`src/fb_pkg.sv`:
```
package fb_pkg;

   // framebuffer geometry
   localparam int FB_COLS        = 200;
   localparam int FB_ROWS        = 150;
   localparam int FB_DEPTH       = FB_COLS * FB_ROWS;
   localparam int FB_ADDR_W      = 15;
   localparam int PIX_SCALE_LOG2 = 2;            // 4x4 screen pixels per stored pixel

   // 800x600 horizontal timing
   localparam int H_VISIBLE = 800;
   localparam int H_FRONT   = 56;
   localparam int H_SYNC    = 120;
   localparam int H_BACK    = 64;
   localparam int H_TOTAL   = H_VISIBLE + H_FRONT + H_SYNC + H_BACK;

   // vertical timing, in lines
   localparam int V_VISIBLE = 600;
   localparam int V_FRONT   = 37;
   localparam int V_SYNC    = 6;
   localparam int V_BACK    = 23;
   localparam int V_TOTAL   = V_VISIBLE + V_FRONT + V_SYNC + V_BACK;

   localparam int CNT_W        = 11;
   localparam int WQ_DEPTH     = 4;
   localparam int WQ_PTR_W     = $clog2(WQ_DEPTH);
   localparam int SCAN_LATENCY = 3;              // position to o_vga

   typedef enum logic [3:0] {
      OP_NOP = 4'd0,
      OP_LDR = 4'd1,
      OP_LDC = 4'd2,
      OP_LDD = 4'd3
   } fb_opcode_e;

   typedef enum logic [1:0] {
      ST_INIT,
      ST_READY,
      ST_ERROR
   } fb_dec_state_e;

   typedef struct packed {
      logic [3:0] opcode;
      logic [7:0] imm;
   } fb_instr_t;

   typedef struct packed {
      logic r;
      logic g;
      logic b;
   } fb_color_t;

   typedef struct packed {
      logic [FB_ADDR_W-1:0] addr;
      fb_color_t            color;
   } fb_write_t;

   typedef struct packed {
      logic [CNT_W-1:0] h;
      logic [CNT_W-1:0] v;
      logic             visible;
      logic             hsync;
      logic             vsync;
   } vga_pos_t;

   typedef struct packed {
      logic      hsync;
      logic      vsync;
      fb_color_t color;
   } vga_out_t;

endpackage

```
`src/fb_mem_arbiter.sv`:
```
`timescale 1ns/1ps

module fb_mem_arbiter (
   input  logic                         i_clock,
   input  logic                         i_reset,
   input  logic                         i_wr_valid,
   input  fb_pkg::fb_write_t            i_wr,
   input  logic                         i_rd_en,
   input  logic [fb_pkg::FB_ADDR_W-1:0] i_rd_addr,
   output fb_pkg::fb_color_t            o_rd_data,
   output logic                         o_ram_en,
   output logic                         o_ram_we,
   output logic [fb_pkg::FB_ADDR_W-1:0] o_ram_addr,
   output fb_pkg::fb_color_t            o_ram_wdata,
   input  fb_pkg::fb_color_t            i_ram_rdata,
   output logic                         o_overflow
);

   fb_pkg::fb_write_t             queue [fb_pkg::WQ_DEPTH];
   logic [fb_pkg::WQ_PTR_W-1:0]   head;
   logic [fb_pkg::WQ_PTR_W-1:0]   tail;
   logic [fb_pkg::WQ_PTR_W:0]     count;
   logic                          wq_empty;
   logic                          wq_full;
   logic                          bypass;
   logic                          pop;
   logic                          push;
   logic                          drop;
   fb_pkg::fb_write_t             wr_sel;

   assign wq_empty = (count == '0);
   assign wq_full  = (count == (fb_pkg::WQ_PTR_W + 1)'(fb_pkg::WQ_DEPTH));

   // reads always win, queued writes go before the new one
   assign bypass = i_wr_valid && wq_empty && !i_rd_en;
   assign pop    = !i_rd_en && !wq_empty;
   assign push   = i_wr_valid && !bypass && !wq_full;
   assign drop   = i_wr_valid && !bypass && wq_full;

   assign wr_sel = bypass ? i_wr : queue[head];

   assign o_ram_en    = i_rd_en || bypass || pop;
   assign o_ram_we    = !i_rd_en && (bypass || pop);
   assign o_ram_addr  = i_rd_en ? i_rd_addr : wr_sel.addr;
   assign o_ram_wdata = wr_sel.color;
   assign o_rd_data   = i_ram_rdata;  // registered inside the RAM

   always_ff @(posedge i_clock) begin
      if (i_reset) begin
         head       <= '0;
         tail       <= '0;
         count      <= '0;
         o_overflow <= 1'b0;
      end else begin
         if (push) begin
            tail <= tail + 1'b1;
         end
         if (pop) begin
            head <= head + 1'b1;
         end
         case ({push, pop})
            2'b10:   count <= count + 1'b1;
            2'b01:   count <= count - 1'b1;
            default: count <= count;
         endcase
         if (drop) begin
            o_overflow <= 1'b1;  // sticky
         end
      end
   end

   always_ff @(posedge i_clock) begin
      if (push) begin
         queue[tail] <= i_wr;
      end
   end

endmodule

```
`config.mk`:
```
export PLATFORM = sky130hd
export DESIGN_NAME = fb_mem_arbiter
export DESIGN_NICKNAME = d
export VERILOG_FILES = /design/src/fb_pkg.sv /design/src/fb_mem_arbiter.sv
export SDC_FILE = /design/constraint.sdc
export NUM_CORES = 1
export LEC_CHECK = 0
export ABC_AREA = 1
export BUFFER_PORTS_ARGS = -buffer_cell sky130_fd_sc_hd__buf_2
export CAP_MARGIN = 20
export CORE_UTILIZATION = 45
export CTS_BUF_LIST = sky130_fd_sc_hd__clkbuf_4 sky130_fd_sc_hd__clkbuf_8
export CTS_CLUSTER_SIZE = 25
export DETAILED_ROUTE_END_ITERATION = 8
export PLACE_DENSITY = 0.66
export SETUP_SLACK_MARGIN = 0.02
export SLEW_MARGIN = 20
export SYNTH_ARGS = -nofsm -noshare
export SYNTH_HDL_FRONTEND = slang
export SYNTH_SLANG_ARGS = --single-unit
```
`constraint.sdc`:
```
create_clock -name i_clock -period 2.9 [get_ports i_clock]
set_input_delay 0.29 -clock i_clock [delete_from_list [all_inputs] [get_ports i_clock]]
set_output_delay 0.29 -clock i_clock [all_outputs]
set_load 0.05 [all_outputs]
```
==> results.sh <==
export IMPL_outcome="completed"
export IMPL_fin_crit_ns=2.29
export IMPL_synth_top_area_share_pct=55.4
export IMPL_ant_nets=0
export IMPL_clock_sinks=82
export IMPL_setup_ws_ns=0.612
export IMPL_cts_tree="built"
export IMPL_grt_start_max_net_pins=42
export IMPL_drv_slew=0
export IMPL_grt_pass1_vias=2582
export IMPL_place_inst=547
export IMPL_hpwl_mm=5.57
export IMPL_p_leak_nw=1.94
export IMPL_gp_congestion=0.809
export IMPL_cts_root_buffer_cell="clkbuf_8"
export IMPL_core_area_um2=8300
export IMPL_power_density_nw_per_um2=888
export IMPL_vias=2848
export IMPL_cts_buffer_depth=2
export IMPL_port_buffers=57
export IMPL_grt_overflow=0
export IMPL_maxCapViolations=0
export IMPL_row_count=33
export IMPL_cts_hold_repair_buffers=0
export IMPL_cts_clk_slew_worst_paths_ns=0.08
export IMPL_grt_pass1_wl_mm=13.1
export IMPL_worst_pin_slew_ns=0.441
export IMPL_yosysMostFrequentCell="nand2_1"
export IMPL_yosysWarningCount=0
export IMPL_async_flop_share_pct=0
export IMPL_cp_start_kind="register"
export IMPL_antenna_found_initial=0
export IMPL_ys_seq_area_share_pct=60.5
export IMPL_postSynthAreaPerCell_um2=9.84
export IMPL_vias_per_cell=5.07
export IMPL_grt_usage_pct=20.2
export IMPL_required_ns=2.61
export IMPL_p_sw_share_pct=38.8
export IMPL_rsz0062_at_grt="false"
export IMPL_die_x_um=95.2
export IMPL_worstSetupPathType="register to primary output"
export IMPL_synthFlopType="edfxtp_1"
export IMPL_combinationalPowerShare_pct=37.9
export IMPL_drive_gt1_share_pct=21.2
export IMPL_setup_viol=0
export IMPL_ys_top_cells_by_area="edfxtp_1 (55%), nand2_1 (11%), dfxtp_1 (5.1%)"
export IMPL_firstDrtPassIters=4
export IMPL_die_height_um=95.2
export IMPL_routed_wirelength_mm=8.51
export IMPL_fin_cells=562
export IMPL_peakVddDrop_mv=0.483
export IMPL_fmax_mhz=437
export IMPL_top_level_ports=64
export IMPL_holdWs_ns=0.125
export IMPL_ys_top_cells_by_count="nand2_1 (110), edfxtp_1 (72), inv_1 (45)"
export IMPL_finalCritPeriodShare_pct=78.9
export IMPL_syn_num_nets=443
export IMPL_start_util_pct=47.1
export IMPL_dieArea_um2=9050
export IMPL_p_total_mw=3.99
export IMPL_hold_viol_final=0
export IMPL_synth_edf_count=72
export IMPL_hold_class="input port to register"
export IMPL_power_share_clock_pct=24.3
export IMPL_critPathCaptureType="primary output"
export IMPL_post_cts_setup_buffer_count=0
export IMPL_yosys_cell_types_count=26
export IMPL_synth_seq_cells=82
export IMPL_cts_htree_levels=3
export IMPL_wl_per_cell_um=15.1
export IMPL_area_growth_pct=15.0
export IMPL_pre_cts_slack_ns=0.844
export IMPL_synth_largest_area_cell="edfxtp_1"
export IMPL_insertion_delay_ns=0.34
export IMPL_synth_cells=397
export IMPL_drtIter0Drc=239
export IMPL_synth_area_um2=3900
export IMPL_skew_ns=0.00822
export IMPL_finalSetupTns_ns=0
export IMPL_worstPathArrival_ns=2.00
export IMPL_switchingPower_mw=1.55
export IMPL_drc=0
export IMPL_numCtsBuffers=9
export IMPL_seq_power_share_pct=37.8
export IMPL_cts_resized=0
export IMPL_p_int_mw=2.44
export IMPL_cp_max_fo=19
export IMPL_slew_headroom_pct=70.6
export IMPL_diodes=0
export IMPL_nets=499
## state kept, by name, indices dropped and copies added, names as in the netlist, named ones only
register	cells
tail	2
count	3
queue	72
head	2
o_overflow	1
## worst max-delay path, cell delays in order, from the launching register on
cell and delay [ns]:
dfxtp_1 0.31, buf_4 0.27, inv_2 0.24, nand3_1 0.15, nand3_1 0.10, a21oi_1 0.25
buf_2 0.31
## power by group through the flow
stage                     Clock (mW)  Combinational [mW]  Sequential [mW]
final                          0.968                1.51             1.51
after global routing            1.02                1.67             1.52
after CTS                      0.980                1.52             1.51
after detailed placement           0                1.51             1.53
after global placement             0                1.49             1.53
after floorplan                    0                1.23             1.53
## logic make-up (layout without fill, tap and decap cells)
family                   Yosys count  count (layout)  synth area share [%]
AND/OR/NAND/NOR                  197             197                  22.2
flip-flops                        82              82                  60.5
buffers and inverters             73             133                  9.07
AO/OA/AOI/OAI                     38              38                  5.86
adder cells (fa/ha/maj)            6               6                  2.11
XOR/XNOR                           1               1                 0.224
## routing by layer
layer	GRT usage [%]	part of all wire, %	up-vias
li1	-	-	1425
met2	34.2	51	82
met1	25.6	43	1335
met5	0	0	-
met4	8.59	0.80	0
met3	3.27	5.3	6
## worst paths after layout
path                                 from                       to  slack [ns]  cells after the start
setup / recovery                 register           o_ram_addr[14]        0.61                      6
hold / removal                    i_reset  o_overflow$_SDFFE_PP0P_        0.13                      2
setup reg to reg    count[2]$_SDFFE_PP0P_    count[2]$_SDFFE_PP0P_        0.81                     10
hold reg to reg   o_overflow$_SDFFE_PP0P_  o_overflow$_SDFFE_PP0P_        0.45                      2
## final cells by class
class,instances,area [um2]
fillers,754,3810
flip-flops and latches,82,2360
multi-input cells,242,1190
repair buffers,69,388
inverters,49,184
clock buffers,10,131
well taps,105,131
clock inverters,5,104
## stage by stage
| stage | util, % | cell area [um2] |
|---|---|---|
| 4_1_cts | 54.1 | 4490 |
| 2_1_floorplan | - | 3910 |
| 6_report | 54.1 | 4490 |
| 5_1_grt | 54.1 | 4490 |
| 3_5_place_dp | 51.3 | 4250 |
| 3_3_place_gp | 51.3 | 4250 |
## placed cells by master, fill, tap and decap left out, types with 4 or more instances in the layout
cell      count
nor2_1       28
o21ai_0       9
o211ai_1      5
a21oi_2       4
nand3_1      40
nand2_1     110
dfxtp_1      10
o21ai_1       4
clkbuf_8      9
inv_2         4
inv_1        45
edfxtp_1     72
buf_4        11
nand4_1      15
ha_1          5
a21oi_1      15
buf_2        57
No activity file was read; power rests on OpenSTA's default activity.
