$ cat config.mk
export PLATFORM = sky130hd
export DESIGN_NAME = vga_timing
export DESIGN_NICKNAME = d
export VERILOG_FILES = /design/src/fb_pkg.sv /design/src/vga_timing.sv
export SDC_FILE = /design/constraint.sdc
export NUM_CORES = 1
export LEC_CHECK = 0
export BUFFER_PORTS_ARGS = -buffer_cell sky130_fd_sc_hd__clkbuf_2
export CORE_ASPECT_RATIO = 0.9
export CORE_MARGIN = 5
export CORE_UTILIZATION = 55
export DETAILED_ROUTE_END_ITERATION = 10
export GPL_TIMING_DRIVEN = 1
export PLACE_DENSITY = 0.77
export SKIP_CTS_REPAIR_TIMING = 1
export SYNTH_ARGS = -nofsm -noshare
export SYNTH_HDL_FRONTEND = slang
export SYNTH_SLANG_ARGS = --single-unit
$ cat constraint.sdc
create_clock -name i_clock -period 2.1 [get_ports i_clock]
set_clock_uncertainty 0.1 [all_clocks]
set_input_delay 0.315 -clock i_clock [delete_from_list [all_inputs] [get_ports i_clock]]
set_output_delay 0.315 -clock i_clock [all_outputs]
set_load 0.02 [all_outputs]
$ cat src/fb_pkg.sv
package fb_pkg;

   // framebuffer geometry
   localparam int FB_COLS        = 200;
   localparam int FB_ROWS        = 150;
   localparam int FB_DEPTH       = FB_COLS * FB_ROWS;
   localparam int FB_ADDR_W      = 15;
   localparam int PIX_SCALE_LOG2 = 2;            // 4x4 screen pixels per stored pixel

   // 800x600 horizontal timing
   localparam int H_VISIBLE = 800;
   localparam int H_FRONT   = 56;
   localparam int H_SYNC    = 120;
   localparam int H_BACK    = 64;
   localparam int H_TOTAL   = H_VISIBLE + H_FRONT + H_SYNC + H_BACK;

   // vertical timing, in lines
   localparam int V_VISIBLE = 600;
   localparam int V_FRONT   = 37;
   localparam int V_SYNC    = 6;
   localparam int V_BACK    = 23;
   localparam int V_TOTAL   = V_VISIBLE + V_FRONT + V_SYNC + V_BACK;

   localparam int CNT_W        = 11;
   localparam int WQ_DEPTH     = 4;
   localparam int WQ_PTR_W     = $clog2(WQ_DEPTH);
   localparam int SCAN_LATENCY = 3;              // position to o_vga

   typedef enum logic [3:0] {
      OP_NOP = 4'd0,
      OP_LDR = 4'd1,
      OP_LDC = 4'd2,
      OP_LDD = 4'd3
   } fb_opcode_e;

   typedef enum logic [1:0] {
      ST_INIT,
      ST_READY,
      ST_ERROR
   } fb_dec_state_e;

   typedef struct packed {
      logic [3:0] opcode;
      logic [7:0] imm;
   } fb_instr_t;

   typedef struct packed {
      logic r;
      logic g;
      logic b;
   } fb_color_t;

   typedef struct packed {
      logic [FB_ADDR_W-1:0] addr;
      fb_color_t            color;
   } fb_write_t;

   typedef struct packed {
      logic [CNT_W-1:0] h;
      logic [CNT_W-1:0] v;
      logic             visible;
      logic             hsync;
      logic             vsync;
   } vga_pos_t;

   typedef struct packed {
      logic      hsync;
      logic      vsync;
      fb_color_t color;
   } vga_out_t;

endpackage

$ cat src/vga_timing.sv
`timescale 1ns/1ps

module vga_timing (
   input  logic             i_clock,
   input  logic             i_reset,
   output fb_pkg::vga_pos_t o_pos
);

   logic [fb_pkg::CNT_W-1:0] h_cnt;
   logic [fb_pkg::CNT_W-1:0] v_cnt;
   logic                     h_last;
   logic                     v_last;
   logic                     h_vis;
   logic                     v_vis;
   logic                     h_sync;
   logic                     v_sync;

   assign h_last = (h_cnt == fb_pkg::CNT_W'(fb_pkg::H_TOTAL - 1));
   assign v_last = (v_cnt == fb_pkg::CNT_W'(fb_pkg::V_TOTAL - 1));

   assign h_vis = (h_cnt < fb_pkg::CNT_W'(fb_pkg::H_VISIBLE));
   assign v_vis = (v_cnt < fb_pkg::CNT_W'(fb_pkg::V_VISIBLE));

   // visible, front porch, sync, back porch
   assign h_sync = (h_cnt >= fb_pkg::CNT_W'(fb_pkg::H_VISIBLE + fb_pkg::H_FRONT)) &&
                   (h_cnt <  fb_pkg::CNT_W'(fb_pkg::H_VISIBLE + fb_pkg::H_FRONT +
                                            fb_pkg::H_SYNC));
   assign v_sync = (v_cnt >= fb_pkg::CNT_W'(fb_pkg::V_VISIBLE + fb_pkg::V_FRONT)) &&
                   (v_cnt <  fb_pkg::CNT_W'(fb_pkg::V_VISIBLE + fb_pkg::V_FRONT +
                                            fb_pkg::V_SYNC));

   always_ff @(posedge i_clock) begin
      if (i_reset) begin
         h_cnt <= '0;
         v_cnt <= '0;
      end else if (h_last) begin
         h_cnt <= '0;
         v_cnt <= v_last ? '0 : v_cnt + 1'b1;
      end else begin
         h_cnt <= h_cnt + 1'b1;
      end
   end

   // registered so everything reads 0 during reset
   always_ff @(posedge i_clock) begin
      if (i_reset) begin
         o_pos <= '0;
      end else begin
         o_pos.h       <= h_cnt;
         o_pos.v       <= v_cnt;
         o_pos.visible <= h_vis && v_vis;
         o_pos.hsync   <= h_sync;
         o_pos.vsync   <= v_sync;
      end
   end

endmodule

==> results by group <==
Placed design
  – GP Congestion: 0.835
  – Dpl hpwl: 2.59 mm
  – Pre-CTS setup slack: 0.167 ns
  – Area after DPL: 2050 µm²
  – Port Buffers: 26

GRT
  – Vias in the first global route: 1407
  – Total grt overflow: 0
  – Met1 GRT Util: 22.1%
  – Initial antenna violation count: 0
  – Met3 usage: 5.20%
  – First-pass GRT wire length: 6.33 mm
  – Top Usage Layer GRT: met2
  – Largest net degree at the start of global routing: 28
  – Total track usage: 17.0%
  – Met2 Usage GRT: 26.1%

Drt
  – Post-route DRC: 0
  – Vias per cell: 5.55
  – Initial DRC Count: 64
  – Routed wire per std cell: 13.8 µm
  – Detailed-route via count: 1482
  – Final ANT Viol Nets: 0
  – Final WL: 3.68 mm
  – 1st-pass router iterations: 4

Setup path
  – Worst-path cell with the longest stage delay: or4b_4
  – Data required, critical path: 2.17 ns
  – WP buf/inv: 1
  – CP Data Arrival Time: 2.04 ns
  – Largest stage delay on the critical path: 0.55 ns
  – R2R Setup Slk: 0.13 ns
  – Crit-path max FO: 11
  – CP startpoint: v_cnt[5]$_SDFFE_PP0N_
  – Levels on crit path: 5
  – Capturing point of the worst reg2reg path: v_cnt[3]$_SDFFE_PP0N_
  – CP cell instances: or4b_4, o41ai_4, buf_4, or2_1, o31ai_1
  – CP Capture Type: flop
  – Largest delay share family, worst path: simple AND/OR/NAND/NOR gates
  – Critical path class: reg -> reg
  – R2R depth: 5
  – CP Launch Type: flop
  – R2R Path Start: v_cnt[5]$_SDFFE_PP0N_

Synthesis
  – Compound-cell area share of the yosys netlist: 13.1%
  – YS warnings: 0
  – Register area share after synthesis: 50.2%
  – Mux cell area share after synthesis: 0.534%
  – XOR/XNOR Fraction of Synth Area: 3.74%
  – Asr flop ratio synth: 0%
  – Gate Count Post-Synth: 196
  – Mean Syn Cell Area: 9.56 µm²
  – Most common flop cell mapped by yosys: dfxtp_1
  – Largest family of logic cells by synthesized area: simple AND/OR/NAND/NOR gates
  – Post-Synthesis Net Count: 202
  – Simple-gate share of the synthesized area: 25.0%
  – Synth Area in Adders: 2.67%
  – Cell area after synthesis: 1870 µm²
  – Dominant cells by area after synthesis: dfxtp_1 (50%), nor2b_1 (6.0%), nor2_1 (3.6%), nand3_1 (2.9%), ha_1 (2.7%)
  – Synth cell types: 41
  – Post-synth EDFFs: 0
  – Share of Yosys cell area claimed by the top area cell type: 50.2%
  – Synth area leader: dfxtp_1
  – Synth Register Bits: 47

Min path
  – Hold Crit Start: i_reset
  – HP Class: in -> reg
  – Worst Hold Path Cells: 3
  – Worst hold endpoint: h_cnt[1]$_SDFF_PP0_

Clocking
  – CTS Buf Count: 5
  – Clk root buf: clkbuf_8
  – H-tree levels: 2
  – CTS tree: built
  – Clock tree sinks: 47
  – Maximum clock path buffer count: 2
  – Clk slew on worst S/H paths: 0.08 ns
  – Clock Latency Late Sink: 0.30 ns

Floorplan
  – Chip height: 65.4 µm
  – Row Count: 20
  – Core box area: 3330 µm²
  – Starting Density: 56.3%
  – I/O pin count: 27
  – Die W: 71.5 µm
  – Die footprint: 4670 µm²

Finish
  – Share of layout cells above drive strength 1: 20.6%
  – Layout net count: 229
  – Area growth, synth to finish: 15.2%
  – Design area: 2160 µm²
  – # diodes: 0
  – Fillers: 258

STA
  – Final min period: 1.97 ns
  – Setup ws final: 0.132 ns
  – Final hold violation count: 0
  – FMAX: 508 MHz
  – Min Hold Slack: 0.315 ns
  – Setup TNS: 0 ns
  – Max-Slew Margin vs Limit: 72.9%
  – RSZ-0062 raised after global routing: false
  – Final setup violating endpoints: 0
  – Period utilization: 93.7%
  – Worst-margin pin slew: 0.405 ns
  – Slew Limit Fails: 0

Power
  – Worst IR Drop VDD: 0.000352 V
  – LEAKAGE: 0.875 nW
  – PD cells: 747 nW/µm²

Outcome
  – Outcome: complete, no violations

Run
  – # Max-Cap Violations: 0
[cells in the mapped netlist, types with 4 or more instances]
cell / count
nor2b_1: 18
a21oi_1: 5
ha_1: 4
nor2_1: 18
nand4_1: 4
o21ai_1: 4
xor2_1: 5
o211ai_1: 4
nand3_1: 11
nor3_1: 7
dfxtp_1: 47
o31ai_1: 5
nand2_1: 7
and3_1: 5
inv_1: 6
clkbuf_1: 9
[logic make-up after synthesis]
kind of cell / after synthesis
AO/OA/AOI/OAI: 32
XOR/XNOR: 8
adder cells (fa/ha/maj): 4
buffers and inverters: 20
flip-flops: 47
multiplexers: 1
AND/OR/NAND/NOR: 84
[flip-flops by register name, indices dropped and copies added (netlist names)]
signal / flops
h_cnt: 11
o_pos: 25
v_cnt: 11
[area by class of cell]
type                       count  area [µm²]  share of cell area [%]
tap                           44        55.1                    2.55
clock buffer                   5        68.8                    3.19
clock inverter                 2        37.5                    1.74
multi-input combinational    129         843                    39.1
inverter                       6        22.5                    1.04
sequential                    47         941                    43.6
timing repair buffer          34         190                    8.81
[per-layer routing]
metal  part of all wire [%]  wire (µm)
met5                      0          0
met4                    1.0         38
met3                    7.0        256
met2                     46       1710
met1                     46       1680
[worst min-delay path: cells and delay by family]
family | cells | cell delay [ns]
and+or+nand+nor | 1 | 0.16
buffers and inverters | 2 | 0.19
[worst max path at each step]
stage                                   to  slack (ns)
floorplan            v_cnt[6]$_SDFFE_PP0N_        0.18
global placement    v_cnt[10]$_SDFFE_PP0N_        0.19
detailed placement   v_cnt[3]$_SDFFE_PP0N_        0.17
CTS                 v_cnt[10]$_SDFFE_PP0N_        0.14
global route        v_cnt[10]$_SDFFE_PP0N_        0.02
finish               v_cnt[3]$_SDFFE_PP0N_        0.13
[per-stage QoR]
step | util, % | cells | power [mW]
after global routing | 64.8 | 267 | 1.68
final | 64.8 | 267 | 1.61
after CTS | 64.8 | 267 | 1.63
after detailed placement | 61.7 | 260 | 1.01
after floorplan | - | 196 | 0.989
after global placement | 61.7 | 260 | 1.00
[where the power goes]
group	internal, mW	switching, mW	total, mW
clock network	0.347	0.278	0.625
logic	0.0241	0.0402	0.0643
registers	0.905	0.0179	0.923
total	1.28	0.336	1.61
[layout by cell type (no fill, tap or decap), drive strengths merged, types with 2 or more instances in the layout]
cell    count
a211oi      2
buf         8
nand4       4
nor4b       2
ha          4
and3        5
nor2       18
clkbuf     31
nor2b      18
xnor2       3
o21ai       7
o31ai       5
a22o        3
xor2        5
a21oi       5
nand2       7
nand3      11
nor3        7
o211ai      4
inv         6
and4        3
o41ai       2
nor4        3
dfxtp      47
Note: power is estimated with default switching activity, not from simulation.
