$ cat src/fb_pkg.sv
package fb_pkg;

   // framebuffer geometry
   localparam int FB_COLS        = 200;
   localparam int FB_ROWS        = 150;
   localparam int FB_DEPTH       = FB_COLS * FB_ROWS;
   localparam int FB_ADDR_W      = 15;
   localparam int PIX_SCALE_LOG2 = 2;            // 4x4 screen pixels per stored pixel

   // 800x600 horizontal timing
   localparam int H_VISIBLE = 800;
   localparam int H_FRONT   = 56;
   localparam int H_SYNC    = 120;
   localparam int H_BACK    = 64;
   localparam int H_TOTAL   = H_VISIBLE + H_FRONT + H_SYNC + H_BACK;

   // vertical timing, in lines
   localparam int V_VISIBLE = 600;
   localparam int V_FRONT   = 37;
   localparam int V_SYNC    = 6;
   localparam int V_BACK    = 23;
   localparam int V_TOTAL   = V_VISIBLE + V_FRONT + V_SYNC + V_BACK;

   localparam int CNT_W        = 11;
   localparam int WQ_DEPTH     = 4;
   localparam int WQ_PTR_W     = $clog2(WQ_DEPTH);
   localparam int SCAN_LATENCY = 3;              // position to o_vga

   typedef enum logic [3:0] {
      OP_NOP = 4'd0,
      OP_LDR = 4'd1,
      OP_LDC = 4'd2,
      OP_LDD = 4'd3
   } fb_opcode_e;

   typedef enum logic [1:0] {
      ST_INIT,
      ST_READY,
      ST_ERROR
   } fb_dec_state_e;

   typedef struct packed {
      logic [3:0] opcode;
      logic [7:0] imm;
   } fb_instr_t;

   typedef struct packed {
      logic r;
      logic g;
      logic b;
   } fb_color_t;

   typedef struct packed {
      logic [FB_ADDR_W-1:0] addr;
      fb_color_t            color;
   } fb_write_t;

   typedef struct packed {
      logic [CNT_W-1:0] h;
      logic [CNT_W-1:0] v;
      logic             visible;
      logic             hsync;
      logic             vsync;
   } vga_pos_t;

   typedef struct packed {
      logic      hsync;
      logic      vsync;
      fb_color_t color;
   } vga_out_t;

endpackage

$ cat src/vga_scanout.sv
`timescale 1ns/1ps

module vga_scanout (
   input  logic                         i_clock,
   input  logic                         i_reset,
   input  fb_pkg::vga_pos_t             i_pos,
   output logic                         o_rd_en,
   output logic [fb_pkg::FB_ADDR_W-1:0] o_rd_addr,
   input  fb_pkg::fb_color_t            i_rd_data,
   output fb_pkg::vga_out_t             o_vga
);

   logic [fb_pkg::CNT_W-1:0]        h_blk;
   logic [fb_pkg::CNT_W-1:0]        v_blk;
   logic                            rd_d1;
   fb_pkg::fb_color_t               color_q;
   logic [fb_pkg::SCAN_LATENCY-2:0] vis_d;
   logic [fb_pkg::SCAN_LATENCY-2:0] hsync_d;
   logic [fb_pkg::SCAN_LATENCY-2:0] vsync_d;
   logic                            vis_out;

   assign h_blk = i_pos.h >> fb_pkg::PIX_SCALE_LOG2;
   assign v_blk = i_pos.v >> fb_pkg::PIX_SCALE_LOG2;

   // one read per 4-pixel group
   assign o_rd_en   = i_pos.visible && (i_pos.h[fb_pkg::PIX_SCALE_LOG2-1:0] == '0);
   assign o_rd_addr = fb_pkg::FB_ADDR_W'(v_blk) * fb_pkg::FB_ADDR_W'(fb_pkg::FB_COLS)
                    + fb_pkg::FB_ADDR_W'(h_blk);

   assign vis_out = vis_d[fb_pkg::SCAN_LATENCY-2];

   always_ff @(posedge i_clock) begin
      if (i_reset) begin
         rd_d1   <= 1'b0;
         vis_d   <= '0;
         hsync_d <= '0;
         vsync_d <= '0;
      end else begin
         rd_d1   <= o_rd_en;
         vis_d   <= {vis_d[fb_pkg::SCAN_LATENCY-3:0], i_pos.visible};
         hsync_d <= {hsync_d[fb_pkg::SCAN_LATENCY-3:0], i_pos.hsync};
         vsync_d <= {vsync_d[fb_pkg::SCAN_LATENCY-3:0], i_pos.vsync};
      end
   end

   // held for the rest of the group
   always_ff @(posedge i_clock) begin
      if (rd_d1) begin
         color_q <= i_rd_data;
      end
   end

   always_ff @(posedge i_clock) begin
      if (i_reset) begin
         o_vga <= '0;
      end else begin
         o_vga.hsync <= hsync_d[fb_pkg::SCAN_LATENCY-2];
         o_vga.vsync <= vsync_d[fb_pkg::SCAN_LATENCY-2];
         o_vga.color <= vis_out ? color_q : '0;  // blank outside visible area
      end
   end

endmodule

$ cat config.mk
export PLATFORM = sky130hd
export DESIGN_NAME = vga_scanout
export DESIGN_NICKNAME = d
export VERILOG_FILES = /design/src/fb_pkg.sv /design/src/vga_scanout.sv
export SDC_FILE = /design/constraint.sdc
export NUM_CORES = 1
export LEC_CHECK = 0
export BUFFER_PORTS_ARGS = -buffer_cell sky130_fd_sc_hd__buf_2
export CORE_MARGIN = 1.5
export CORE_UTILIZATION = 46
export DETAILED_ROUTE_END_ITERATION = 6
export PLACE_DENSITY = 0.84
export SYNTH_ARGS = -nofsm -noshare
export SYNTH_HDL_FRONTEND = slang
export SYNTH_SLANG_ARGS = --single-unit
$ cat constraint.sdc
create_clock -name i_clock -period 2.9 [get_ports i_clock]
set_clock_uncertainty 0.15 [all_clocks]
set_input_delay 0.145 -clock i_clock [delete_from_list [all_inputs] [get_ports i_clock]]
set_output_delay 0.145 -clock i_clock [all_outputs]
set_load 0.01 [all_outputs]
==> metrics.md <==
| Metric | Value |
|---|---|
| Status | finished, violations left |
| Failing checks | negative setup slack |
| Dominant synthesized flop cell | dfxtp_1 |
| Synth unique cells | 35 |
| Seq/Total Area, Yosys | 22.11% |
| Post-Syn Nets | ~220 |
| Root Buffer | clkbuf_4 |
| Slew of the pin with the lowest slew margin | 385.7 ps |
| Seq pwr share | 16.0% |
| Tmin final | 3080 ps |
| Finished Layout Cells | about 270 |
| Layout Nets | roughly 300 |
| DRT iter0 DRCs | 54 |
| Ports | 51 |
| Largest net degree at the start of global routing | 11 |
| Die ar. | approximately 0.0036 mm2 |
| WS Path Type | in2out |
| Worst hold path class | in2out |
| Layout area overhead | 60.97% |
| Design area | 0.002405 mm2 |
| Switching Fraction | 40.72% |
| Fmax | between 300 and 400 MHz |
| Crit path cell chain | buf_6, ha_4, ha_1, inv_1, fa_1, inv_2, ha_4, and3_4, a221oi_4, xnor2_2, nand4_2, xnor2_2, buf_2 |
| DR WL/cell | 15.58 um |
| First-pass GRT wire length | 6.644 mm |
| First-pass DRT Iterations | 4 |
| Multiplexer share of the synthesized area | 0% |
| Worst EP required | 2610 ps |
| Int Pwr | between 0.0008 and 0.0009 W |
| Synth warn | 0 |
| Sw Pwr | 0.0005619 W |
| CP bufs+invs | 4 |
| Post-Synth Simple-Gate Area | 13.74% |
| GRT overflow | 0 |
| MaxCap Viol Count | 0 |
| PortBufs | 42 |
| Ratio of cells with drive above 1 in the final layout | 47.37% |
| Vias in the first global route | approximately 1500 |
| Setup crit end kind | output pin |
| Cell Area, Synth | between 0.001 and 0.0015 mm2 |
| Clk_lat worst skew | about 290 ps |
| DRT Wirelength | 4.238 mm |
| Power per cell area | 573.8 mW/mm2 |
| Fin. Hold Viols | 0 |
| Async set-reset flop share out of synthesis | 0% |
| Via count | around 1400 |
| CTS tree | built |
| Final GP Congestion | ~0.79 |
| Peak VDD IR | 0.0004028 V |
| Synth Register Bits | 15 |
| ANT cells | 0 |
| Yosys top cell by area | ha_1 |
| Cell Rows | 20 |
| Share of the synthesized area in the top cell type | between 20% and 30% |
| Final HPWL DP | about 2.7 mm |
| Core area | a little over 0.003 mm2 |
| Clock Sinks | 15 |
| Power share of the combinational group | 75.3% |
| Die Height | 59.99 um |
| Pleak | 1.122 nW |
| Unrepaired setup endpoints after global routing | true |
| Most frequent cells in the layout | buf_2, buf_4, inv_1, ha_4, ha_1 |
| Vias/cell | approximately 5.2 |
| Starting Density | 48.54% |
| Dpl ws | -236.6 ps |
| Delay-heaviest family, CP | adder cells |
| DRC | 0 |
| Max Slew Vio Count | 0 |
| Clock share of power | 8.7% |
| Setup violations, final | 3 |
| Synth Area in XOR/XNOR | 9.380% |
| Fillers | about 190 |
| Area contributors post-synth | ha_1, dfxtp_1, xnor2_1, fa_1, edfxtp_1 |
| Initial antenna violation count | 0 |
| EDFF count, synth | 3 |
| Synth Area in Adders | 32.66% |
| Worst Path Max Fanout | 5 |
| CP Launch Type | primary input |
| Most common cell after layout, fill and taps aside | buf_2 |
| Final setup margin | -179.9 ps |
| Crit-path slowest cell | fa_1 |
| Htree depth | 1 |
| Worst-case clock buffer depth | 2 |
| Final Cycle Share | 106.2% |
| Compound-Gate Fraction of Synth Area | 15.58% |
| CTS buffer count | 3 |
| Area after DPL | between 0.0015 and 0.002 mm2 |
| Main combinational cell family by area after synthesis | adder cells |
| Max incr delay on CP | 500 ps |
| Syn Inst Count | 153 |
| Remaining antenna violation count | 0 |
| Cells after DPL | 254 |
| Die X | 59.99 um |
| Post-Syn Area per Cell | 9.764 um2 |
| GRT Util Overall | between 20% and 30% |
| Rel. slew slack | roughly three quarters |
| Crit path arrival time | 2780 ps |
synth_stat cells (2+ instances only):
| cell | count |
|---|---|
| ha_1 | 31 |
| inv_1 | 20 |
| xnor2_1 | 14 |
| dfxtp_1 | 12 |
| nor2b_1 | 12 |
| a21oi_1 | 6 |
| a21o_1 | 5 |
| fa_1 | 5 |
| nor2_1 | 5 |
| and2_1 | 3 |
| buf_4 | 3 |
| edfxtp_1 | 3 |
| nor3b_1 | 3 |
| o21a_1 | 3 |
| o21ai_0 | 3 |
| and3_1 | 2 |
| nand2_1 | 2 |
| o21ai_1 | 2 |
| o31a_1 | 2 |
| xor2_1 | 2 |
stage by stage:
step	total power [W]	util (%)	hold slack [ps]	setup TNS, ps
2_1_floorplan	0.0007571	-	66.61	0
3_3_place_gp	0.001015	63.33	140.1	-965.5
3_5_place_dp	0.001034	63.33	140.1	-1011
4_1_cts	0.001278	76.06	140.1	-163.9
5_1_grt	0.001471	78.13	140.0	-819.1
6_report	0.001380	78.13	140.0	-479.1
cells by family after synthesis:
family                     count (synthesis)
AOI/OAI and AO/OA                         31
xor gates and xnor gates                  16
adders and majority gates                 36
buffers and inverters                     23
DFF                                       15
and+or+nand+nor                           32
power by group through the flow:
| stage | clock network [W] | logic, W | registers [W] |
|---|---|---|---|
| detailed placement | 0 | 0.000809 | 0.000225 |
| finish | 0.000120 | 0.00104 | 0.000220 |
| CTS | 0.000117 | 0.000940 | 0.000220 |
| global placement | 0 | 0.000790 | 0.000225 |
| floorplan | 0 | 0.000532 | 0.000225 |
| global route | 0.000132 | 0.00112 | 0.000221 |
timing repair:
action | CTS | global route
hold buffers | 12 | 0
setup buffers | 1 | 1
setup endpoints to repair | 6 | 5
gates resized for setup | 34 | 12
hold endpoints to repair | 8 | 0
pin swaps | 18 | 7
area by class of cell:
class	count	area, um2	area share (%)
Timing Repair Buffer	74	518.0	21.54
Tap cell	44	55.05	2.289
Clock buffer	4	26.28	1.093
Sequential cell	15	330.3	13.74
Inverter	20	75.07	3.122
Multi-Input combinational cell	115	1400	58.22
worst register-to-register path: stages (launching register included):
cell and delay (ps):
dfxtp_1 310, nor2b_1 140, and2_1 160
per-layer routing:
layer	part of all wire (%)	track usage [%]	up-vias	wire length, um
met5	0	0	-	0
met4	2.9	11.11	0	122
met3	2.8	1.948	11	117
met2	54	47.67	38	2304
met1	40	28.19	678	1694
li1	-	-	680	-
registers in the layout, indices dropped and copies added, names as in the netlist:
signal / cells
o_vga: 5
color_q: 3
rd_d1: 1
vis_d: 2
hsync_d: 2
vsync_d: 2
path summary, 6_finish.rpt:
| path | start | to | slack (ps) | depth (start not counted) |
|---|---|---|---|---|
| worst min register to register | hsync_d[0]$_SDFF_PP0_ | hsync_d[1]$_SDFF_PP0_ | 290 | 1 |
| worst min-delay path | i_pos[17] | o_rd_addr[1] | 140 | 0 |
| worst max-delay path | i_pos[9] | o_rd_addr[14] | -180 | 13 |
| worst max register to register | vis_d[1]$_SDFF_PP0_ | o_vga[1]$_SDFF_PP0_ | 2040 | 2 |
Power figures use the tool's default switching activity.
