--- src/fb_pkg.sv ---
package fb_pkg;

   // framebuffer geometry
   localparam int FB_COLS        = 200;
   localparam int FB_ROWS        = 150;
   localparam int FB_DEPTH       = FB_COLS * FB_ROWS;
   localparam int FB_ADDR_W      = 15;
   localparam int PIX_SCALE_LOG2 = 2;            // 4x4 screen pixels per stored pixel

   // 800x600 horizontal timing
   localparam int H_VISIBLE = 800;
   localparam int H_FRONT   = 56;
   localparam int H_SYNC    = 120;
   localparam int H_BACK    = 64;
   localparam int H_TOTAL   = H_VISIBLE + H_FRONT + H_SYNC + H_BACK;

   // vertical timing, in lines
   localparam int V_VISIBLE = 600;
   localparam int V_FRONT   = 37;
   localparam int V_SYNC    = 6;
   localparam int V_BACK    = 23;
   localparam int V_TOTAL   = V_VISIBLE + V_FRONT + V_SYNC + V_BACK;

   localparam int CNT_W        = 11;
   localparam int WQ_DEPTH     = 4;
   localparam int WQ_PTR_W     = $clog2(WQ_DEPTH);
   localparam int SCAN_LATENCY = 3;              // position to o_vga

   typedef enum logic [3:0] {
      OP_NOP = 4'd0,
      OP_LDR = 4'd1,
      OP_LDC = 4'd2,
      OP_LDD = 4'd3
   } fb_opcode_e;

   typedef enum logic [1:0] {
      ST_INIT,
      ST_READY,
      ST_ERROR
   } fb_dec_state_e;

   typedef struct packed {
      logic [3:0] opcode;
      logic [7:0] imm;
   } fb_instr_t;

   typedef struct packed {
      logic r;
      logic g;
      logic b;
   } fb_color_t;

   typedef struct packed {
      logic [FB_ADDR_W-1:0] addr;
      fb_color_t            color;
   } fb_write_t;

   typedef struct packed {
      logic [CNT_W-1:0] h;
      logic [CNT_W-1:0] v;
      logic             visible;
      logic             hsync;
      logic             vsync;
   } vga_pos_t;

   typedef struct packed {
      logic      hsync;
      logic      vsync;
      fb_color_t color;
   } vga_out_t;

endpackage

--- src/fb_instr_decoder.sv ---
`timescale 1ns/1ps

module fb_instr_decoder (
   input  logic              i_clock,
   input  logic              i_reset,
   input  fb_pkg::fb_instr_t i_instr,
   input  logic              i_instr_en,
   output logic              o_wr_valid,
   output fb_pkg::fb_write_t o_wr,
   output logic              o_error
);

   fb_pkg::fb_dec_state_e state;
   logic [7:0]            row;
   logic [7:0]            col;
   logic                  in_range;
   logic [fb_pkg::FB_ADDR_W-1:0] lin_addr;

   assign in_range = (row < 8'(fb_pkg::FB_ROWS)) && (col < 8'(fb_pkg::FB_COLS));
   assign lin_addr = fb_pkg::FB_ADDR_W'(row) * fb_pkg::FB_ADDR_W'(fb_pkg::FB_COLS)
                   + fb_pkg::FB_ADDR_W'(col);

   assign o_error = (state == fb_pkg::ST_ERROR);

   always_ff @(posedge i_clock) begin
      if (i_reset) begin
         state      <= fb_pkg::ST_INIT;
         row        <= '0;
         col        <= '0;
         o_wr_valid <= 1'b0;
      end else begin
         o_wr_valid <= 1'b0;
         case (state)
            fb_pkg::ST_INIT: begin
               state <= fb_pkg::ST_READY;
            end
            fb_pkg::ST_READY: begin
               if (i_instr_en) begin
                  case (i_instr.opcode)
                     fb_pkg::OP_NOP: ;
                     fb_pkg::OP_LDR: row <= i_instr.imm;
                     fb_pkg::OP_LDC: col <= i_instr.imm;
                     fb_pkg::OP_LDD: o_wr_valid <= in_range;  // out of range is dropped
                     default: begin
                        state <= fb_pkg::ST_ERROR;
                        row   <= '0;
                        col   <= '0;
                     end
                  endcase
               end
            end
            default: begin  // sticky until reset
               state <= fb_pkg::ST_ERROR;
               row   <= '0;
               col   <= '0;
            end
         endcase
      end
   end

   // payload qualified by o_wr_valid
   always_ff @(posedge i_clock) begin
      if (i_instr_en) begin
         o_wr.addr  <= lin_addr;
         o_wr.color <= fb_pkg::fb_color_t'(i_instr.imm[2:0]);
      end
   end

endmodule

--- config.mk ---
export PLATFORM = sky130hd
export DESIGN_NAME = fb_instr_decoder
export DESIGN_NICKNAME = d
export VERILOG_FILES = /design/src/fb_pkg.sv /design/src/fb_instr_decoder.sv
export SDC_FILE = /design/constraint.sdc
export NUM_CORES = 1
export LEC_CHECK = 0
export BUFFER_PORTS_ARGS = -buffer_cell sky130_fd_sc_hd__buf_2
export CORE_AREA = 2 2 93 68
export CTS_CLUSTER_DIAMETER = 80
export DETAILED_ROUTE_END_ITERATION = 8
export DIE_AREA = 0 0 95 70
export PLACE_DENSITY_LB_ADDON = 0.2
export RECOVER_POWER = 50
export SLEW_MARGIN = 20
export SYNTH_ARGS = -nofsm -noshare
export SYNTH_HDL_FRONTEND = slang
export SYNTH_SLANG_ARGS = --single-unit
export TNS_END_PERCENT = 1
--- constraint.sdc ---
create_clock -name i_clock -period 3.45 [get_ports i_clock]
set_input_delay 0.1725 -clock i_clock [delete_from_list [all_inputs] [get_ports i_clock]]
set_output_delay 0.1725 -clock i_clock [all_outputs]
set_load 0.005 [all_outputs]
==> results of run 1 <==
==> stage by stage <==
step	area (µm²)	instances	setup WS, ns
2_1_floorplan	2300	232	0.456
3_3_place_gp	2560	339	0.152
3_5_place_dp	2560	339	0.174
4_1_cts	2690	347	0.156
5_1_grt	2690	347	0.0318
6_report	2690	347	0.193
==> placed cells by master, fill, tap and decap left out, drive strengths merged <==
cell type and instances:
fa 4, a31oi 1, or2 3, a311oi 1, nand2 22, dfxtp 19, nand4 18, clkbuf 14
nor4 2, o311a 1, nor2 13, ha 34, nand3 1, xor2 3, a21boi 1, o21ai 5
buf 27, and3 1, nor3 2, o211ai 2, a211oi 1, edfxtp 18, xnor2 13, a21oi 25
nand2b 4, bufinv 1, a21o 2, mux2i 1, a211o 1, nor4bb 1, nor2b 4, o31ai 1
inv 23
==> worst reg2reg max path, cell delays in order, from the launching register on <==
cell and delay (ns):
sky130_fd_sc_hd__dfxtp_1 0.44, sky130_fd_sc_hd__inv_1 0.07, sky130_fd_sc_hd__ha_1 0.27, sky130_fd_sc_hd__inv_1 0.04, sky130_fd_sc_hd__ha_1 0.30, sky130_fd_sc_hd__fa_1 0.46, sky130_fd_sc_hd__ha_1 0.34, sky130_fd_sc_hd__a21oi_1 0.30
sky130_fd_sc_hd__xnor2_2 0.21, sky130_fd_sc_hd__nand3_2 0.14, sky130_fd_sc_hd__nor4_2 0.33, sky130_fd_sc_hd__xnor2_1 0.11
==> worst max-delay path by stage <==
stage	start	end	slack (ns)	cells past startpoint
3_5_place_dp	row[3]$_SDFFE_PP0P_	o_wr[16]$_DFFE_PP_	0.17	11
4_1_cts	row[3]$_SDFFE_PP0P_	o_wr[16]$_DFFE_PP_	0.16	11
2_1_floorplan	row[3]$_SDFFE_PP0P_	o_wr[16]$_DFFE_PP_	0.46	12
3_3_place_gp	row[3]$_SDFFE_PP0P_	o_wr[16]$_DFFE_PP_	0.15	11
5_1_grt	row[1]$_SDFFE_PP0P_	o_wr[16]$_DFFE_PP_	0.03	11
6_report	row[3]$_SDFFE_PP0P_	o_wr[16]$_DFFE_PP_	0.19	11
==> power breakdown <==
group	total, µW	switching (µW)	internal [µW]
registers	476	4.64	472
logic	64.2	42.8	21.4
clock network	433	171	262
==> state kept, by name, summed over array words and instances, names as in the netlist <==
name / flops
col: 8
o_wr_valid: 1
row: 8
o_wr: 18
state: 2
==> per-layer routing <==
metal	track usage [%]	share of wire (%)
met5	0	0
met4	3.86	0.71
met3	3.24	4.4
met2	18.6	39
met1	24.0	56
==> cell families (layout without fill, tap and decap cells) <==
group / count (synthesis) / in the layout / share of synthesized area, %
AO/OA/AOI/OAI: 41 / 41 / 10.7
XOR/XNOR: 16 / 16 / 6.41
adder cells (fa/ha/maj): 38 / 38 / 21.9
buffers and inverters: 28 / 65 / 4.56
flip-flops: 37 / 37 / 40.0
multiplexers: 1 / 1 / 0.434
AND/OR/NAND/NOR: 71 / 71 / 16.0
==> final cells by class <==
type | instances | area [µm²]
repair buffers | 35 | 168
clock buffers | 6 | 93.8
well taps | 78 | 97.6
flip-flops and latches | 37 | 921
clock inverters | 2 | 38.8
inverters | 22 | 82.6
fillers | 591 | 3220
multi-input cells | 167 | 1290
==> repair_timing <==
action	4_1_cts	5_1_grt
gates resized for setup	0	2
endpoints found under the setup margin	0	2
hold buffers	0	0
==> Flow_metrics.wiki, run 1 <==
{| class="wikitable"
! Metric !! Value
|-
| Cell accounting for the most synthesized area || sky130_fd_sc_hd__edfxtp_1
|-
| Antenna diode count || 0
|-
| Setup CP Type || flop to flop
|-
| Vias in the first global route || 1548
|-
| Netlist Area Pre-Place || 2300 µm²
|-
| Io pins || 35
|-
| Primary flip-flop cell chosen by synthesis mapping || sky130_fd_sc_hd__dfxtp_1
|-
| Setup TNS Final || 0 ns
|-
| Share of cells above drive strength 1 || 16.4%
|-
| Effective utilization at floorplan || 39.0%
|-
| Number of buffers on the longest clock path || 2
|-
| Library cell appearing most often on the critical path || sky130_fd_sc_hd__ha_1
|-
| EDFF count, synth || 18
|-
| WP data arrival || 3.30 ns
|-
| Total Wirelength || 4.49 mm
|-
| Overflow left after global routing || 0
|-
| Share of the clock period used by the worst path after layout || 94.4%
|-
| Die Ht || 70 µm
|-
| Hold slack final || 0.122 ns
|-
| Worst-Skew Late Latency || 0.29 ns
|-
| Post-CTS setup buffers || 0
|-
| Headroom to the max-slew limit || 24.0%
|-
| Core region area || 5920 µm²
|-
| Standard cell with the maximum stage delay on the critical path || sky130_fd_sc_hd__fa_1
|-
| Placer congestion estimate || 0.735
|-
| Avg Cell Area, Syn || 9.93 µm²
|-
| Die width || 95 µm
|-
| Sort of element at the end of the critical path || flop
|-
| # H-tree levels || 2
|-
| Detailed router's first-iteration violation count || 78
|-
| Yosys cell types || 35
|-
| Sinks on Clock Net || 37
|-
| Maximum number of pins on one net before global-route repair || 22
|-
| Leakage Power || 0.00124 µW
|-
| Maximum vdd drop || 0.186 mV
|-
| Per-cell via count in the routed design || 4.94
|-
| End of the worst register-to-register path || o_wr[16]$_DFFE_PP_
|-
| Final-report max-slew violation count || 0
|-
| Core Util, Final || 45.5%
|-
| Setup slack on the worst flop-to-flop path || 0.19 ns
|-
| Count of cells along the worst hold path || 1
|-
| Power Density || 361 nW/µm²
|-
| Worst r2r path cells || 11
|-
| Synth warn || 0
|-
| Source of the worst register-to-register timing path || row[3]$_SDFFE_PP0P_
|-
| Period minus WS final || 3.26 ns
|-
| Post-synth ARST share || 0%
|-
| Setup crit start kind || flop
|-
| TritonCTS clock tree || yes
|-
| Share of the synthesized area in the top cell type || 23.5%
|-
| Count of TritonRoute iterations in the first routing pass || 4
|-
| Sequential fraction of the synthesis area || 40.0%
|-
| Antenna Nets Post-Route || 0
|-
| Hold Crit Class || input port to flop
|-
| Total number of vias || 1713
|-
| Input/output buffers || 34
|-
| Worst-case hold path end point || o_wr[1]$_DFFE_PP_
|-
| Final total power || 974 µW
|-
| DP HPWL || 3.44 mm
|-
| Clock-pin slew on the worst setup and hold paths || 0.08 ns
|-
| Post-synthesis instance total || 232
|-
| Worst path bufs/invs || 2
|-
| Global-route wire length before repair || 7.49 mm
|-
| Most common cell in the netlist || sky130_fd_sc_hd__ha_1
|-
| Transition time of the tightest slew-check pin || 1.14 ns
|-
| Total track usage || 14.6%
|-
| Antenna violations before repair || 0
|-
| Highest attainable clock frequency || 307 MHz
|-
| Cell types with the highest counts after synthesis || 34 x sky130_fd_sc_hd__ha_1, 24 x sky130_fd_sc_hd__a21oi_1, 22 x sky130_fd_sc_hd__inv_1, 22 x sky130_fd_sc_hd__nand2_1, 19 x sky130_fd_sc_hd__dfxtp_1
|-
| Die Outline Area || 6650 µm²
|-
| # DRC || 0
|-
| Site row count || 24
|-
| Detailed-route wire length per cell || 12.9 µm
|-
| Critical-path maximum fanout || 6
|-
| Total of flip-flops plus latches after synthesis || 37
|-
| Syn Nets || 285
|-
| Startpoint of the tightest hold check path || i_instr[1]
|-
| Final setup skew || 0.00363 ns
|-
| Ranking of synthesized cells by area || sky130_fd_sc_hd__edfxtp_1 23%, sky130_fd_sc_hd__ha_1 18%, sky130_fd_sc_hd__dfxtp_1 17%
|-
| Longest individual stage delay on the worst path || 0.46 ns
|-
| Setup repair after global routing missed its margin || false
|-
| Number of endpoints with negative hold slack in the final report || 0
|-
| Fin nets || 321
|-
| Cell-by-cell trace of the critical path || inv_1, ha_1, inv_1, ha_1, fa_1, ha_1, a21oi_1, xnor2_2, nand3_2, nor4_2, xnor2_1
|-
| Num CTS Buffers || 5
|-
| Total of endpoints with negative setup slack in the final report || 0
|-
| Worst path required time || 3.49 ns
|-
| Layout Area Growth over Synthesis || 16.9%
|-
| Family of cells with the greatest summed delay on the critical path || adder cells
|-
| Max-capacitance violation count || 0
|-
| Root buffer cell || sky130_fd_sc_hd__clkbuf_8
|-
| Run status || finished, final reports clean
|}
No activity file was read; power rests on OpenSTA's default activity.
==> run 2, diff against run 1 <==
==> constraint.sdc (replaced) <==
create_clock -name i_clock -period 3.45 [get_ports i_clock]
set_input_delay 0.69 -clock i_clock [delete_from_list [all_inputs] [get_ports i_clock]]
set_output_delay 0.69 -clock i_clock [all_outputs]
set_load 0.005 [all_outputs]
==> run 2 against run 1 <==
Compared with the run above:
- final cell count increased by 0.29%
- largest cell class unchanged
- sequential power is essentially flat
- routed wire length down 1.2%
- clock skew is 0.0011 ns higher
- highest routed layer unchanged
- largest power group unchanged
- via count fell by 2.9%
- cell area increased by 0.33%
- fmax up 1.0%
==> Flow_metrics.wiki, run 2 (same netlist as run 1, synthesis figures left out) <==
{| class="wikitable"
! Metric !! Value
|-
| Largest registers ranked by flip-flop count || o_wr: 18 flops, col: 8 flops, row: 8 flops
|-
| Die Outline Area || 6650 µm² (unchanged)
|-
| Setup TNS Final || 0 ns (unchanged)
|-
| Hold-fix buffers, CTS || 0 (unchanged)
|-
| Antenna Nets Post-Route || 0 (unchanged)
|-
| Library cell appearing most often on the critical path || sky130_fd_sc_hd__ha_1
|-
| Max-capacitance violation count || 0 (unchanged)
|-
| Largest Register || o_wr
|-
| Total Wirelength || 4.44 mm (-1.2%)
|-
| Highest-count cells in the layout ignoring fill and taps || 34 x sky130_fd_sc_hd__ha_1, 30 x sky130_fd_sc_hd__buf_2, 24 x sky130_fd_sc_hd__a21oi_1, 22 x sky130_fd_sc_hd__inv_1, 22 x sky130_fd_sc_hd__nand2_1
|-
| Most frequent standard cell in the layout excluding fill and tap cells || sky130_fd_sc_hd__ha_1
|-
| Die Ht || 70 µm (unchanged)
|-
| Maximum vdd drop || 0.183 mV (-1.7%)
|-
| # DRC || 0 (unchanged)
|-
| Hold slack final || 0.437 ns (+0.316 ns)
|-
| Maximum number of pins on one net before global-route repair || 22 (unchanged)
|-
| Layout Area Growth over Synthesis || 17.3%
|-
| Clock-pin slew on the worst setup and hold paths || 0.08 ns (about the same)
|-
| Die width || 95 µm (unchanged)
|-
| Io pins || 35 (unchanged)
|-
| Hold Crit Class || flop to flop
|-
| Sinks on Clock Net || 37 (unchanged)
|-
| Period minus WS final || 3.22 ns (-0.0322 ns)
|-
| Final setup skew || 0.00477 ns (+0.00114 ns)
|-
| Total number of vias || 1663 (-2.9%)
|-
| WP data arrival || 3.27 ns (-0.03 ns)
|-
| Highest attainable clock frequency || 310 MHz (+1.0%)
|-
| Vias in the first global route || 1532 (-1.0%)
|-
| Critical-path maximum fanout || 6 (unchanged)
|-
| Final-report max-slew violation count || 0 (unchanged)
|-
| # fillers || 588 (-0.51%)
|-
| Detailed-route wire length per cell || 12.7 µm (-1.4%)
|-
| Fin nets || 322 (+0.31%)
|-
| Number of standard cells in the final layout excluding fillers || 348 (+0.29%)
|-
| Effective utilization at floorplan || 39.0% (unchanged)
|-
| Overflow left after global routing || 0 (unchanged)
|-
| Cell-by-cell trace of the critical path || inv_1, ha_1, inv_1, ha_1, fa_1, ha_1, nand2b_1, a21oi_4, xor2_2, nand3_2, nor4_2, xnor2_1
|-
| Site row count || 24 (unchanged)
|-
| Total track usage || 14.3% (-0.29 points)
|-
| Num CTS Buffers || 5 (unchanged)
|-
| Placer congestion estimate || 0.734 (-0.23%)
|-
| Longest individual stage delay on the worst path || 0.46 ns (about the same)
|-
| Number of flip-flops under the largest register name || 18 (unchanged)
|-
| Total of endpoints with negative setup slack in the final report || 0 (unchanged)
|-
| Run status || finished, final reports clean
|-
| Setup CP Type || flop to flop
|-
| Worst path required time || 3.49 ns (about the same)
|-
| Input/output buffers || 34 (unchanged)
|-
| Global-route wire length before repair || 7.30 mm (-2.5%)
|-
| Number of buffers on the longest clock path || 2 (unchanged)
|-
| Headroom to the max-slew limit || 25.8% (+1.8 points)
|-
| # H-tree levels || 2 (unchanged)
|-
| TritonCTS clock tree || yes
|-
| Count of TritonRoute iterations in the first routing pass || 4 (unchanged)
|-
| Transition time of the tightest slew-check pin || 1.11 ns (-0.0276 ns)
|-
| Root buffer cell || sky130_fd_sc_hd__clkbuf_8
|-
| Detailed router's first-iteration violation count || 101 (+29%)
|-
| Core region area || 5920 µm² (unchanged)
|-
| Setup crit start kind || flop
|-
| Per-cell via count in the routed design || 4.78 (-3.2%)
|-
| Standard cell with the maximum stage delay on the critical path || sky130_fd_sc_hd__fa_1
|-
| Core Util, Final || 45.7% (+0.15 points)
|-
| Number of endpoints with negative hold slack in the final report || 0 (unchanged)
|-
| DP HPWL || 3.42 mm (-0.59%)
|-
| Antenna diode count || 0 (unchanged)
|-
| Worst-Skew Late Latency || 0.29 ns (about the same)
|-
| Share of the clock period used by the worst path after layout || 93.5% (-0.93 points)
|-
| Leakage Power || 0.00126 µW (+1.2%)
|-
| Antenna violations before repair || 0 (unchanged)
|-
| Power Density || 361 nW/µm² (about the same)
|-
| Sort of element at the end of the critical path || flop
|-
| Count of placed standard cells including taps || 340 (+0.29%)
|-
| Share of cells above drive strength 1 || 17.8% (+1.4 points)
|-
| Setup repair after global routing missed its margin || false
|}
-- run 2: changes by cell type in the layout (fill, tap and decap cells not counted) --
cell,before,now
sky130_fd_sc_hd__buf_2,26,30
sky130_fd_sc_hd__clkbuf_1,8,5
-- run 2: area by class of cell --
type                       instances  area [µm²]  share of cell area, %
tap                               78        97.6                   3.61
inverter                          22        82.6                   3.06
multi-input combinational        167        1290                   47.8
clock inverter                     2        38.8                   1.44
sequential                        37         921                   34.1
clock buffer                       6        93.8                   3.47
timing repair buffer              36         176                   6.53
-- run 2: metal layers --
layer  track usage (%)  routed length, µm  up-vias
met5                 0                  0        -
met4              5.31                 51        0
met3              3.24                148        4
met2              17.4               1630       28
met1              23.6               2600      736
li1                  -                  -      895
-- run 2: final timing paths --
path	slack (ns)	end	depth (start not counted)	start
setup / recovery	0.23	o_wr[16]$_DFFE_PP_	12	row[3]$_SDFFE_PP0P_
hold reg to reg	0.44	o_wr[5]$_DFFE_PP_	0	col[2]$_SDFFE_PP0P_
hold / removal	0.44	o_wr[5]$_DFFE_PP_	0	col[2]$_SDFFE_PP0P_
setup reg to reg	0.23	o_wr[16]$_DFFE_PP_	12	row[3]$_SDFFE_PP0P_
-- run 2: report_power, final --
part / switching [µW] / leakage (µW) / internal [µW]
logic: 43.3 / 0.000851 / 22.0
registers: 4.66 / 0.000338 / 472
clock network: 173 / 0.0000669 / 262
-- run 2: stage by stage --
| step | total power [µW] | instance area [µm²] | setup WS [ns] |
|---|---|---|---|
| 6_report | 976 | 2700 | 0.225 |
| 5_1_grt | 1010 | 2700 | 0.0438 |
| 4_1_cts | 986 | 2700 | 0.179 |
| 3_5_place_dp | 552 | 2560 | 0.202 |
| 3_3_place_gp | 552 | 2560 | 0.152 |
| 2_1_floorplan | 522 | 2300 | 0.456 |
-- run 2: critical path: cells and delay by family (launching register included) --
kind                     cells  cell delay (ns)
adder cells (fa/ha/maj)      4             1.38
AND/OR/NAND/NOR              3             0.56
flip-flops                   1             0.43
XOR/XNOR                     2             0.34
AO/OA/AOI/OAI                1             0.16
buffers and inverters        2             0.11
-- run 2: what timing repair did --
item / in CTS / in global routing
gates resized for setup: 0 / 2
buffers inserted: 0 / 0
endpoints found under the setup margin: 0 / 3
hold endpoints to repair: 0 / 0
==> run 3, diff against run 2 <==
Settings changed: ABC_AREA set to 1, CORE_AREA 2 2 93 68 to 2 2 97 71, DIE_AREA 0 0 95 70 to 0 0 99 73.
==> run 3 against run 2 <==
Compared with the run above:
- synthesized cell count is 23% higher
- sequential power is 21% higher
- flip-flop and latch count stayed put
- clock skew hardly changed
- core utilization is 1.5 points lower
- clock power is 31% lower
- global-route usage is 0.31 points higher
- critical path depth is 4 higher
==> Flow_metrics.wiki, run 3 <==
{| class="wikitable"
! Metric !! Value
|-
| Highest attainable clock frequency || 325 MHz (+5.0%)
|-
| Maximum number of pins on one net before global-route repair || 21 (-4.5%)
|-
| Input/output buffers || 34 (unchanged)
|-
| Netlist Area Pre-Place || 2530 µm² (+9.7%)
|-
| Worst path required time || 3.50 ns (about the same)
|-
| Post-CTS setup buffers || 0 (unchanged)
|-
| Final-report max-slew violation count || 0 (unchanged)
|-
| Post-synthesis instance total || 286 (+23%)
|-
| Sequential fraction of the synthesis area || 36.4% (-3.5 points)
|-
| Number of endpoints with negative hold slack in the final report || 0 (unchanged)
|-
| Global-route wire length before repair || 8.25 mm (+13%)
|-
| Number of buffers on the longest clock path || 2 (unchanged)
|-
| Maximum vdd drop || 0.144 mV (-21%)
|-
| Post-cts repair resize count || 0 (unchanged)
|-
| Largest Register || o_wr
|-
| Setup TNS Final || 0 ns (unchanged)
|-
| Leakage Power || 0.00139 µW (+11%)
|-
| Setup crit start kind || flop
|-
| Combined flip-flop and latch cell area || 921 µm² (unchanged)
|-
| Count of TritonRoute iterations in the first routing pass || 4 (unchanged)
|-
| Hold-fix buffers, CTS || 0 (unchanged)
|-
| # DRC || 0 (unchanged)
|-
| Setup repair after global routing missed its margin || false
|-
| Effective utilization at floorplan || 39.4% (+0.47 points)
|-
| Setup CP Type || flop to flop
|-
| # fillers || 647 (+10%)
|-
| Sinks on Clock Net || 37 (unchanged)
|-
| Standard cell with the maximum stage delay on the critical path || sky130_fd_sc_hd__fa_1
|-
| Max-capacitance violation count || 0 (unchanged)
|-
| Total number of vias || 1966 (+18%)
|-
| Core region area || 6410 µm² (+8.4%)
|-
| DP HPWL || 3.81 mm (+11%)
|-
| Number of flip-flops under the largest register name || 18 (unchanged)
|-
| Antenna Nets Post-Route || 0 (unchanged)
|-
| Root buffer cell || sky130_fd_sc_hd__clkbuf_8
|-
| Transition time of the tightest slew-check pin || 1.14 ns (+0.0307 ns)
|-
| Share of cells above drive strength 1 || 17.9% (+0.12 points)
|-
| Die Ht || 73 µm (+4.3%)
|-
| Core Util, Final || 44.2% (-1.5 points)
|-
| WP data arrival || 3.13 ns (-0.14 ns)
|-
| Library cell appearing most often on the critical path || sky130_fd_sc_hd__nand2_1
|-
| Yosys cell types || 31 (-11%)
|-
| Avg Cell Area, Syn || 8.84 µm² (-11%)
|-
| Critical-path maximum fanout || 6 (unchanged)
|-
| Most frequent standard cell in the layout excluding fill and tap cells || sky130_fd_sc_hd__nand2_1
|-
| Per-cell via count in the routed design || 4.85 (+1.6%)
|-
| Highest-count cells in the layout ignoring fill and taps || 48 x sky130_fd_sc_hd__nand2_1, 41 x sky130_fd_sc_hd__inv_1, 34 x sky130_fd_sc_hd__nand3_1, 34 x sky130_fd_sc_hd__ha_1, 29 x sky130_fd_sc_hd__buf_2
|-
| Overflow left after global routing || 0 (unchanged)
|-
| Total of flip-flops plus latches after synthesis || 37 (unchanged)
|-
| Total Wirelength || 4.95 mm (+12%)
|-
| Num CTS Buffers || 5 (unchanged)
|-
| Die Outline Area || 7230 µm² (+8.7%)
|-
| Sort of element at the end of the critical path || flop
|-
| Cell accounting for the most synthesized area || sky130_fd_sc_hd__edfxtp_1
|-
| Worst-Skew Late Latency || 0.29 ns (about the same)
|-
| Headroom to the max-slew limit || 23.8% (-2.0 points)
|-
| Layout Area Growth over Synthesis || 12.1%
|-
| Cell types with the highest counts after synthesis || 46 x sky130_fd_sc_hd__nand2_1, 41 x sky130_fd_sc_hd__inv_1, 34 x sky130_fd_sc_hd__ha_1, 34 x sky130_fd_sc_hd__nand3_1, 24 x sky130_fd_sc_hd__a21oi_1
|-
| Synth warn || 0 (unchanged)
|-
| Worst path bufs/invs || 3 (+1)
|-
| Detailed-route wire length per cell || 12.2 µm (-4.2%)
|-
| Ranking of synthesized cells by area || sky130_fd_sc_hd__edfxtp_1 21%, sky130_fd_sc_hd__ha_1 17%, sky130_fd_sc_hd__dfxtp_1 15%
|-
| Largest registers ranked by flip-flop count || o_wr: 18 flops, col: 8 flops, row: 8 flops
|-
| Area of the multi-input gates || 1410 µm² (+8.9%)
|-
| Most common cell in the netlist || sky130_fd_sc_hd__nand2_1
|-
| Syn Nets || 339 (+19%)
|-
| Hold slack final || 0.430 ns (-0.00786 ns)
|-
| Cell-by-cell trace of the critical path || inv_1, ha_1, inv_1, ha_1, fa_1, ha_1, nand2_1, nand2_1, inv_1, nand3_1, nand2_2, nand2_1, nor2_2, nand3_1, nand2_1, nand2_1
|-
| Primary flip-flop cell chosen by synthesis mapping || sky130_fd_sc_hd__dfxtp_1
|-
| Family of cells with the greatest summed delay on the critical path || adder cells
|-
| # H-tree levels || 2 (unchanged)
|-
| Detailed router's first-iteration violation count || 94 (-6.9%)
|-
| Clock-pin slew on the worst setup and hold paths || 0.08 ns (about the same)
|-
| TritonCTS clock tree || yes
|-
| Placer congestion estimate || 0.775 (+5.6%)
|-
| Site row count || 25 (+4.2%)
|-
| Antenna violations before repair || 0 (unchanged)
|-
| Post-synth ARST share || 0% (unchanged)
|-
| Final setup skew || 0.00488 ns (+0.000115 ns)
|-
| Fin nets || 376 (+17%)
|-
| Period minus WS final || 3.07 ns (-0.152 ns)
|-
| Total of endpoints with negative setup slack in the final report || 0 (unchanged)
|-
| Power Density || 469 nW/µm² (+30%)
|-
| EDFF count, synth || 18 (unchanged)
|-
| Total track usage || 14.6% (+0.31 points)
|-
| Vias in the first global route || 1707 (+11%)
|-
| Share of the clock period used by the worst path after layout || 89.1% (-4.4 points)
|-
| Run status || finished, final reports clean
|-
| Antenna diode count || 0 (unchanged)
|-
| Die width || 99 µm (+4.2%)
|-
| Longest individual stage delay on the worst path || 0.46 ns (about the same)
|-
| Hold Crit Class || flop to flop
|-
| Io pins || 35 (unchanged)
|-
| Share of the synthesized area in the top cell type || 21.4% (-2.1 points)
|}
## run 3: cell count changes after synthesis, moves of 5 or more
cell	previous run	this run
sky130_fd_sc_hd__clkbuf_1	6	1
sky130_fd_sc_hd__o21ai_0	4	12
sky130_fd_sc_hd__nand3_1	0	34
sky130_fd_sc_hd__nand2_1	22	46
sky130_fd_sc_hd__nand2_4	0	5
sky130_fd_sc_hd__nand4_1	18	1
sky130_fd_sc_hd__nand2_2	0	5
sky130_fd_sc_hd__xnor2_1	13	5
sky130_fd_sc_hd__inv_1	22	41
## run 3: where the power goes
group | switching, µW | total [µW] | internal [µW]
clock network | 162 | 301 | 139
logic | 273 | 451 | 178
registers | 37.0 | 578 | 541
## run 3: final timing paths
kind | cells after the start | endpoint | startpoint | slack, ns
max reg2reg | 16 | o_wr[16]$_DFFE_PP_ | row[3]$_SDFFE_PP0P_ | 0.38
min reg2reg | 0 | o_wr[4]$_DFFE_PP_ | col[1]$_SDFFE_PP0P_ | 0.43
min | 0 | o_wr[4]$_DFFE_PP_ | col[1]$_SDFFE_PP0P_ | 0.43
max | 16 | o_wr[16]$_DFFE_PP_ | row[3]$_SDFFE_PP0P_ | 0.38
## run 3: worst reg2reg max path, stage by stage (launching register included)
cell                      delay [ns]
sky130_fd_sc_hd__dfxtp_1        0.43
sky130_fd_sc_hd__inv_1          0.08
sky130_fd_sc_hd__ha_1           0.27
sky130_fd_sc_hd__inv_1          0.04
sky130_fd_sc_hd__ha_1           0.30
sky130_fd_sc_hd__fa_1           0.46
sky130_fd_sc_hd__ha_1           0.37
sky130_fd_sc_hd__nand2_1        0.12
sky130_fd_sc_hd__nand2_1        0.10
sky130_fd_sc_hd__inv_1          0.06
sky130_fd_sc_hd__nand3_1        0.08
sky130_fd_sc_hd__nand2_2        0.11
sky130_fd_sc_hd__nand2_1        0.07
sky130_fd_sc_hd__nor2_2         0.15
sky130_fd_sc_hd__nand3_1        0.09
sky130_fd_sc_hd__nand2_1        0.06
sky130_fd_sc_hd__nand2_1        0.04
## run 3: area by class of cell
type                    instances  share of cell area, %
clock buffers                   5                   2.43
clock inverters                 3                  0.618
inverters                      41                   5.43
multi-input cells             204                   49.7
flip-flops and latches         37                   32.5
well taps                      81                   3.58
repair buffers                 34                   5.78
## run 3: metal layers
metal	share of wire, %	vias to the layer above	global-route usage, %
met1	53	887	22.7
met2	41	36	19.7
met4	0.55	0	3.65
met3	5.4	2	4.02
li1	-	1041	-
met5	0	-	0
## run 3: kinds of logic (layout without fill, tap and decap cells)
logic type	count (synthesis)	in the layout	share of synthesized area, %
AND/OR/NAND/NOR	114	114	23.9
adder cells (fa/ha/maj)	38	38	20.0
buffers and inverters	45	83	7.32
AO/OA/AOI/OAI	44	44	9.65
XOR/XNOR	8	8	2.77
flip-flops	37	37	36.4
## run 3: stage by stage
stage	power (µW)	cell area, µm²	cells	setup WS (ns)
6_report	1330	2830	405	0.378
5_1_grt	1440	2830	405	0.140
4_1_cts	1360	2860	405	0.360
3_5_place_dp	1050	2770	397	0.374
3_3_place_gp	1040	2770	397	0.340
2_1_floorplan	926	2530	286	0.659
